File: src/logic/movegen_config.svh
`ifndef MOVEGEN_CONFIG_SVH
`define MOVEGEN_CONFIG_SVH

// board geometry
`define MG_FILES 8

// 2 castling slots, then 14 en passant slots (two per file, one for a and h)
`define MG_SLOTS 16

// deep enough for a full candidate set, so the scan never stalls
`define MG_FIFO_DEPTH 16

// side codes, the top bit of a square
`define MG_WHITE 1'b0
`define MG_BLACK 1'b1

// piece codes, the low three bits of a square
`define MG_EMPTY 3'd0
`define MG_PAWN 3'd1
`define MG_ROOK 3'd4
`define MG_KING 3'd6

// flag words: invalid promote pawn pawn2 enp castle capture
`define MG_FLAGS_CASTLE 7'b0000010
`define MG_FLAGS_ENP 7'b0010101

`endif

File: src/logic/movegen_pkg.sv
`include "movegen_config.svh"

package movegen_pkg;

	typedef logic [3:0] square_t; // color bit above piece code
	typedef logic [255:0] board_t; // square i in bits 4i+3:4i, i = rank*8 + file
	typedef logic [31:0] row_t; // one rank, file a in the low nibble
	typedef logic [5:0] sq_pos_t; // file above rank, e1 = 6'o40
	typedef logic [6:0] move_flags_t;
	typedef logic [7:0] file_mask_t; // bit 0 is file a

	typedef struct packed {
		move_flags_t flags;
		sq_pos_t from;
		sq_pos_t to;
	} move_t;

	typedef struct packed {
		logic castle_long; // a rook and king unmoved
		logic castle_short; // h rook and king unmoved
		file_mask_t enp_files; // black pawn just made a double step on that file
	} side_flags_s;

	// only the two ranks the special moves look at
	typedef struct packed {
		row_t rank1;
		row_t rank5;
	} board_rows_s;

	typedef struct packed {
		logic [`MG_SLOTS-1:0] valid;
		move_t [`MG_SLOTS-1:0] moves;
	} candidate_set_s;

	typedef enum logic [1:0] {
		q_idle,
		q_scan,
		q_done
	} queue_state_e;

endpackage

File: src/logic/board_reader.sv
`timescale 1ns/10ps
`include "movegen_config.svh"

module board_reader
	import movegen_pkg::*;
(
	input logic clk,
	input logic reset,
	input logic start,
	input logic ready,
	input board_t board,
	input side_flags_s side_flags_in,
	output board_rows_s rows,
	output side_flags_s flags,
	output logic board_valid
);

	localparam int SQ_W = $bits(square_t);
	localparam int ROW_W = `MG_FILES * SQ_W;
	localparam int RANK1 = 0;
	localparam int RANK5 = 4;

	logic accept;
	row_t rank1_in;
	row_t rank5_in;

	// a start is only taken while the queue can accept a new run
	assign accept = start && ready;

	assign rank1_in = board[RANK1 * ROW_W +: ROW_W];
	assign rank5_in = board[RANK5 * ROW_W +: ROW_W];

	always_ff @(posedge clk) begin
		if (reset) begin
			board_valid <= 1'b0;
		end else begin
			board_valid <= accept; // one cycle pulse per accepted run
		end
	end

	// the other six ranks play no part in castling or en passant
	always_ff @(posedge clk) begin
		if (accept) begin
			rows.rank1 <= rank1_in;
			rows.rank5 <= rank5_in;
			flags <= side_flags_in;
		end
	end

endmodule

File: src/logic/special_move_gen.sv
`timescale 1ns/10ps
`include "movegen_config.svh"

module special_move_gen
	import movegen_pkg::*;
(
	input logic clk,
	input logic reset,
	input board_rows_s rows,
	input side_flags_s flags,
	input logic board_valid,
	output candidate_set_s cands,
	output logic cands_valid
);

	localparam int SQ_W = $bits(square_t);
	localparam int ENP_FIRST = 2; // first en passant slot

	localparam square_t W_KING = {`MG_WHITE, `MG_KING};
	localparam square_t W_ROOK = {`MG_WHITE, `MG_ROOK};
	localparam square_t W_PAWN = {`MG_WHITE, `MG_PAWN};

	localparam sq_pos_t SQ_E1 = 6'o40;
	localparam sq_pos_t SQ_G1 = 6'o60;
	localparam sq_pos_t SQ_C1 = 6'o20;
	localparam logic [2:0] RANK5 = 3'd4;
	localparam logic [2:0] RANK6 = 3'd5;

	candidate_set_s next_cands;
	logic castle_short_ok;
	logic castle_long_ok;

	function automatic square_t square_at(input row_t row, input int file);
		return row[file * SQ_W +: SQ_W];
	endfunction

	// emptiness looks at the piece code only
	function automatic logic is_empty(input square_t sq);
		return sq[2:0] == `MG_EMPTY;
	endfunction

	// king checks (in check, passing through attack) are left to the caller
	assign castle_short_ok = flags.castle_short
		&& square_at(rows.rank1, 4) == W_KING
		&& is_empty(square_at(rows.rank1, 5))
		&& is_empty(square_at(rows.rank1, 6))
		&& square_at(rows.rank1, 7) == W_ROOK;

	assign castle_long_ok = flags.castle_long
		&& square_at(rows.rank1, 4) == W_KING
		&& is_empty(square_at(rows.rank1, 3))
		&& is_empty(square_at(rows.rank1, 2))
		&& is_empty(square_at(rows.rank1, 1))
		&& square_at(rows.rank1, 0) == W_ROOK;

	// en passant slots run a-right, b-left, b-right ... g-right, h-left
	// so for target file t the left neighbor sits in 2t+1, the right one in 2t+2
	always_comb begin
		int tgt;
		int nbr;

		next_cands = '0;

		next_cands.valid[0] = castle_short_ok;
		next_cands.moves[0] = '{flags: `MG_FLAGS_CASTLE, from: SQ_E1, to: SQ_G1};
		next_cands.valid[1] = castle_long_ok;
		next_cands.moves[1] = '{flags: `MG_FLAGS_CASTLE, from: SQ_E1, to: SQ_C1};

		for (int s = ENP_FIRST; s < `MG_SLOTS; s++) begin
			tgt = (s - 1) / 2;
			nbr = (s % 2 == 1) ? tgt - 1 : tgt + 1;
			if (flags.enp_files[tgt] && square_at(rows.rank5, nbr) == W_PAWN) begin
				next_cands.valid[s] = 1'b1;
				next_cands.moves[s] = '{
					flags: `MG_FLAGS_ENP,
					from: {3'(nbr), RANK5},
					to: {3'(tgt), RANK6}
				};
			end
		end
	end

	always_ff @(posedge clk) begin
		if (reset) begin
			cands_valid <= 1'b0;
		end else begin
			cands_valid <= board_valid;
		end
	end

	always_ff @(posedge clk) begin
		if (board_valid) begin
			cands <= next_cands;
		end
	end

endmodule

File: src/logic/move_queue.sv
`timescale 1ns/10ps
`include "movegen_config.svh"

module move_queue
	import movegen_pkg::*;
(
	input logic clk,
	input logic reset,
	input candidate_set_s cands,
	input logic cands_valid,
	input logic rden,
	output logic ready,
	output logic done,
	output logic empty,
	output move_t move_out
);

	localparam int SLOT_W = $clog2(`MG_SLOTS);
	localparam int PTR_W = $clog2(`MG_FIFO_DEPTH);

	queue_state_e state;
	logic [SLOT_W-1:0] slot;

	move_t fifo_mem [0:`MG_FIFO_DEPTH-1];
	logic [PTR_W-1:0] wr_ptr;
	logic [PTR_W-1:0] rd_ptr;
	logic [PTR_W:0] count;

	logic scanning;
	logic wr_en;
	logic rd_en;

	function automatic logic [PTR_W-1:0] ptr_inc(input logic [PTR_W-1:0] ptr);
		return (ptr == PTR_W'(`MG_FIFO_DEPTH - 1)) ? '0 : ptr + 1'b1;
	endfunction

	// slot 0 is taken on the cands_valid edge itself, slots 1..15 in q_scan
	// the counter wraps back to 0 after slot 15, which ends the scan
	assign scanning = (state == q_scan) ? (slot != '0) : cands_valid;
	assign wr_en = scanning && cands.valid[slot];
	assign rd_en = rden && !empty; // pop on empty is dropped

	assign empty = (count == '0);
	assign move_out = fifo_mem[rd_ptr]; // show-ahead
	assign done = (state == q_done);
	assign ready = (state != q_scan) && empty;

	always_ff @(posedge clk) begin
		if (reset) begin
			state <= q_idle;
			slot <= '0;
		end else begin
			case (state)
				q_idle, q_done: begin
					if (cands_valid) begin
						state <= q_scan;
						slot <= slot + 1'b1;
					end
				end
				q_scan: begin
					if (slot == '0) begin
						state <= q_done;
					end else begin
						slot <= slot + 1'b1;
					end
				end
				default: begin
					state <= q_idle;
					slot <= '0;
				end
			endcase
		end
	end

	always_ff @(posedge clk) begin
		if (wr_en) begin
			fifo_mem[wr_ptr] <= cands.moves[slot];
		end
	end

	always_ff @(posedge clk) begin
		if (reset) begin
			wr_ptr <= '0;
			rd_ptr <= '0;
			count <= '0;
		end else begin
			if (wr_en) begin
				wr_ptr <= ptr_inc(wr_ptr);
			end
			if (rd_en) begin
				rd_ptr <= ptr_inc(rd_ptr);
			end
			case ({wr_en, rd_en})
				2'b10: count <= count + 1'b1;
				2'b01: count <= count - 1'b1;
				default: count <= count;
			endcase
		end
	end

endmodule

File: src/logic/move_gen_top.sv
`timescale 1ns/10ps

module move_gen_top
	import movegen_pkg::*;
(
	input logic clk,
	input logic reset,
	input logic start,
	input board_t board,
	input side_flags_s side_flags,
	input logic rden,
	output logic done,
	output logic empty,
	output move_t move_out
);

	logic ready;
	board_rows_s rows;
	side_flags_s flags;
	logic board_valid;
	candidate_set_s cands;
	logic cands_valid;

	board_reader u_board_reader (
		.clk(clk),
		.reset(reset),
		.start(start),
		.ready(ready),
		.board(board),
		.side_flags_in(side_flags),
		.rows(rows),
		.flags(flags),
		.board_valid(board_valid)
	);

	special_move_gen u_special_move_gen (
		.clk(clk),
		.reset(reset),
		.rows(rows),
		.flags(flags),
		.board_valid(board_valid),
		.cands(cands),
		.cands_valid(cands_valid)
	);

	move_queue u_move_queue (
		.clk(clk),
		.reset(reset),
		.cands(cands),
		.cands_valid(cands_valid),
		.rden(rden),
		.ready(ready),
		.done(done),
		.empty(empty),
		.move_out(move_out)
	);

endmodule

File: config.mk
export PLATFORM = sky130hd
export DESIGN_NAME = move_gen_top
export DESIGN_NICKNAME = d
export VERILOG_FILES = /design/src/logic/movegen_pkg.sv /design/src/logic/board_reader.sv /design/src/logic/special_move_gen.sv /design/src/logic/move_queue.sv /design/src/logic/move_gen_top.sv
export VERILOG_INCLUDE_DIRS = /design/src /design/src/logic
export SDC_FILE = /design/constraint.sdc
export NUM_CORES = 1
export LEC_CHECK = 0
export BUFFER_PORTS_ARGS = -buffer_cell sky130_fd_sc_hd__buf_2
export CAP_MARGIN = 20
export CORE_MARGIN = 1
export CORE_UTILIZATION = 55
export CTS_CLUSTER_DIAMETER = 100
export CTS_CLUSTER_SIZE = 20
export DETAILED_ROUTE_END_ITERATION = 8
export GPL_ROUTABILITY_DRIVEN = 0
export PLACE_DENSITY_LB_ADDON = 0.15
export SYNTH_ARGS = -nofsm -noshare
export SYNTH_HDL_FRONTEND = slang
export SYNTH_SLANG_ARGS = --single-unit
File: constraint.sdc
create_clock -name clk -period 25.3 [get_ports clk]
set_input_delay 3.795 -clock clk [delete_from_list [all_inputs] [get_ports clk]]
set_output_delay 3.795 -clock clk [all_outputs]
set_load 0.01 [all_outputs]
# Word-level counts from Yosys, hierarchy flattened
# Memories as Yosys holds them, arrays and structs flattened. A register that Yosys moved wholly into a read port is not among the register bits.
# Cells that the tools add are included.
# op_classes
mux,46
n_eq_ne,21
add_sub_neg,5
reduce_logical,41
order_cmp,1
# ops
operator,n
17-bit 2-to-1 mux,14
19-bit binary-select mux with 4-bit select,1
"4-bit by 1-bit == test with 1-bit output, second input constant",8
1-bit logical AND,27
4-bit 2-to-1 mux,6
19-bit 2-to-1 mux,1
1-bit 2-to-1 mux,18
3-bit logical NOT,5
"4-bit by 1-bit adder with 4-bit output, second input constant",3
"4-bit by 3-bit == test with 1-bit output, second input constant",3
5-bit one-hot mux with 2 select lines,1
"4-bit == test, second input constant",2
4-bit one-hot mux with 2 select lines,1
"2-bit != test, second input constant",3
"5-bit by 1-bit adder with 5-bit output, second input constant",1
5-bit logical NOT,1
"4-bit by 5-bit less-than comparator with 1-bit output, second input constant",1
"5-bit by 1-bit subtractor with 5-bit output, second input constant",1
1-bit binary-select mux with 4-bit select,1
"2-bit by 1-bit == test with 1-bit output, second input constant",2
"2-bit == test, second input constant",2
4-bit logical NOT,1
2-bit 2-to-1 mux,2
2-bit one-hot mux with 2 select lines,1
7 further kinds,8
# totals
input_bits,270
wordCells,170
ramBits,304
output_inout_bits,21
register_bits,377
n_memories,1
# memory_table
name,words,word_bits,read_ports,rd_ports_with_merged_regs,write_ports,line_no,source
u_move_queue.fifo_mem,16,19,1,1,1,move_queue.sv:24,move_t fifo_mem [0:`MG_FIFO_DEPTH-1];

# Logic depth before layout (Yosys ltp)
# logic_depth
depth_word,6
depth_mapped,16
ltp_nobuf,13

# Cells and area by module
# A second synthesis with hierarchy kept.
# hier_totals
cells_unflattened,1236
area_unflattened_um2,20579.7
# by_module_without_submodules
module,area_each_um2,cells_per_inst,instances
move_queue,15284.7,801,1
special_move_gen,3037.9,358,1
board_reader,2257.2,77,1

# Worst setup path before layout
# Ideal clock, no wire load.
# synth_timing
path_kind,input-to-reg
from,input port start
to,"register, netlist name u_board_reader.flags[0]"
setup_slack_ns,13.779
setup_ns,0.693
stages,1
t_arrival_ns,10.828
cell_sequence,nor4b_1
# synth_via
elab_chain_cells,1
# synth_rtl
item,line_no,source
"start, declared",move_gen_top.sv:8,"input logic start,"
1-bit logical AND,board_reader.sv:28,assign accept = start && ready;
# No other way between the ends.
# A chain may end at the register's enable or synchronous reset.

==> summary.txt <==
STA
  • Endpoints failing setup: 0
  • Setup_tns: 0 ns
  • Clock Skew: 0.01553 ns
  • Fin crit share: 25.35%
  • RSZ-0062 raised after global routing: no
  • Final min period: 6.414 ns
  • Max Fclk: 0.1559 GHz
  • Pins Over Slew Limit: 0
  • Worst-Margin Slew: 1.064 ns
  • Rel. slew slack: 28.90%
  • Hold Fails Final Rpt: 0

Power
  • Internal power: 0.6767 mW
  • Lkg Pwr: 3.524 nW
  • Pwr dens: 84.94 nW/um2
  • Peak VDD IR: 0.00006650 V
  • Net Switching: 0.2287 mW
  • Total power: 0.9054 mW
  • Net Sw Frac: 25.26%
  • Seq pwr share: 56.8%
  • Clock power share: 25.7%
  • Comb power frac: 17.5%

Hold path
  • Hold path cells: 2
  • Worst Hold Endpoint: u_move_queue.count[3]
  • Hold Startpoint: u_move_queue.count[3]
  • Hold crit path type: reg -> reg

Clocking
  • CTS Buf Count: 15
  • Post-CTS Setup Bufs: 0
  • Post_cts resized: 0
  • Maximum clock path buffer count: 3
  • Clk root buf: clkbuf_16
  • Clk sinks: 238
  • Max H-tree Level: 1
  • CTS Hold Bufs: 0
  • Worst skew pair latency: 0.48 ns
  • Worst-path clk slew: 0.08 ns
  • TritonCTS clock tree: built

Die
  • Core footprint: 16760 um2
  • Die ar.: 17920 um2
  • Starting density of the core: 57.07%
  • Row cnt: 47
  • Io pins: 291
  • Die width: 133.9 um
  • Chip height: 133.9 um

Outcome
  • Status: finished, final reports clean

Synth
  • Yosys reg bits: 238
  • Netlist Area Pre-Place: 9565 um2
  • Ys async rst share: 0%
  • Main flop type after synthesis: edfxtp_1
  • EDFF count, synth: 213
  • Synthesized area per cell: 18.05 um2
  • Cell count after synthesis: 530
  • Netlist cell types: 61
  • Ys Warns: 0
  • Seq/Total Area, Yosys: 72.10%

Run
  • Max-Cap Viols: 0

Worst setup path
  • Kind of critical path: reg -> out
  • CP peak stage delay: 0.63 ns
  • Reg2reg path depth: 12
  • Top delay family on crit path: multiplexers
  • Critical Path Fanout Max: 32
  • Crit. End Element: output pin
  • Crit path arrival time: 2.62 ns
  • Crit path cell chain: buf_4 -> mux4_2 -> mux4_2 -> buf_2
  • Most used cell, CP: mux4_2
  • Reg-to-reg slack, setup: 21.22 ns
  • Worst EP required: 21.50 ns
  • Critical Path Slowest Stage Cell: mux4_2
  • Crit start category: register
  • Reg-to-Reg End: u_move_queue.count[4]
  • Buf/Inv on CP: 2
  • Worst reg2reg startpoint: u_move_queue.slot[2]

Layout
  • Most frequent cells in the layout: 213 x edfxtp_1, 87 x buf_2, 42 x mux4_2, 25 x nor2_1, 24 x nand2_1
  • Nets: 898
  • Layout cells sized above 1: 30.24%
  • Util after Layout: 63.61%
  • Commonest non-fill, non-tap cell in the layout: edfxtp_1
  • Antenna Diode Count: 0
  • Syn-to-layout area delta: 11.45%
  • Fill cells: 1181

Place
  • IO Port Bufs: 87
  • Post-DP HPWL: 10550 um

Route
  • Vias per cell: 5.667
  • DRT Pass-1 Iters: 4
  • Residual DRC: 0
  • DR iter-0 viols: 331
  • Vias: 4789
  • Wire per inst: 18.95 um
  • Routed WL: 16020 um
  • DRT antenna net count: 0

GRT
  • Largest net degree at the start of global routing: 70
  • Antenna violations before repair: 1
  • Tot GR Track Use: 18.98%
  • First-pass GRT wire length: 26000 um
  • Total gr overflow: 0
  • Number of global-route vias before repair: 4990
power groups by stage:
stage                     logic, mW  registers [mW]  clock network [mW]
after floorplan               0.128           0.523                   0
after global placement        0.155           0.522                   0
after detailed placement      0.160           0.525                   0
after CTS                     0.161           0.516               0.239
after global routing          0.177           0.520               0.251
final                         0.158           0.515               0.232
flip-flops by register name (all words and copies together), names as in the netlist, 2 cells and up, named ones only:
signal / cells
u_move_queue.wr_ptr: 4
u_move_queue.slot: 4
u_move_queue.state: 2
u_board_reader.flags: 10
u_move_queue.rd_ptr: 4
u_special_move_gen.cands: 16
u_board_reader.rows: 59
u_move_queue.fifo_mem: 128
u_move_queue.count: 5
logic make-up (layout without fill, tap and decap cells):
group / after synthesis / in the layout / synth area share, %
flops: 238 / 238 / 72.10
simple gates: 130 / 130 / 8.816
mux: 54 / 54 / 11.20
compound gates: 45 / 45 / 3.349
buf+inv: 44 / 134 / 2.420
fa+ha+maj: 11 / 11 / 1.439
xor+xnor: 7 / 7 / 0.6410
other cells: 1 / 6 / 0.03920
layout make-up:
type | instances | area (um2) | share of cell area, %
Clock inverter | 1 | 8.758 | 0.08216
Tap cell | 220 | 275.3 | 2.582
Multi-Input combinational cell | 253 | 2495 | 23.40
Clock buffer | 24 | 419.2 | 3.932
Inverter | 10 | 37.54 | 0.3521
Sequential cell | 238 | 6899 | 64.72
Timing Repair Buffer | 99 | 525.5 | 4.930
worst max path at each step:
stage	start	end	slack [ns]	depth (start not counted)
after global routing	register	move_out[8]	18.74	4
final	register	move_out[16]	18.89	4
after CTS	register	move_out[16]	18.80	4
after global placement	register	move_out[14]	19.32	4
after detailed placement	rden	u_move_queue.count[4]	19.27	10
after floorplan	start	u_board_reader.flags[0]	13.78	1
per-stage QoR:
| step | setup slack [ns] | hold WS (ns) | instance area (um2) | instances |
|---|---|---|---|---|
| after global routing | 18.74 | 0.5441 | 10660 | 845 |
| after detailed placement | 19.27 | 0.5027 | 10220 | 819 |
| after floorplan | 13.78 | 0.4751 | 9584 | 535 |
| after global placement | 19.32 | 0.4901 | 10220 | 818 |
| final | 18.89 | 0.5099 | 10660 | 845 |
| after CTS | 18.80 | 0.5131 | 10650 | 844 |
cells in the mapped netlist, types with 7 or more instances:
| library cell | instances | area share [%] |
|---|---|---|
| dfxtp_1 | 25 | 5.2 |
| nor2b_1 | 7 | 0.46 |
| or2_2 | 7 | 0.46 |
| nand2_1 | 24 | 0.94 |
| ha_1 | 11 | 1.4 |
| mux2i_1 | 8 | 0.84 |
| nor4b_1 | 10 | 0.92 |
| a21oi_1 | 12 | 0.63 |
| nor4b_2 | 7 | 1.1 |
| mux4_2 | 42 | 9.9 |
| o21ai_0 | 7 | 0.37 |
| and2_1 | 14 | 0.92 |
| edfxtp_1 | 213 | 67 |
| buf_4 | 12 | 0.94 |
| nor2_1 | 25 | 0.98 |
| clkbuf_1 | 13 | 0.51 |
| inv_1 | 8 | 0.31 |
routing by layer:
layer / wire length [um] / up-vias / track usage, %
met4: 465 / 2 / 6.187
met3: 806 / 33 / 3.817
met2: 8000 / 132 / 32.44
met1: 6733 / 2377 / 24.46
li1: - / 2245 / -
met5: 11 / - / 0
worst register-to-register path, delay by kind of cell, from the launching register on:
family	cells	cell delay (ns)
adder cells (fa/ha/maj)	2	0.65
AND/OR/NAND/NOR	1	0.40
buffers and inverters	1	0.05
multiplexers	2	0.76
flip-flops	1	0.66
XOR/XNOR	1	0.12
AO/OA/AOI/OAI	5	1.33
No activity file was read; power rests on OpenSTA's default activity.
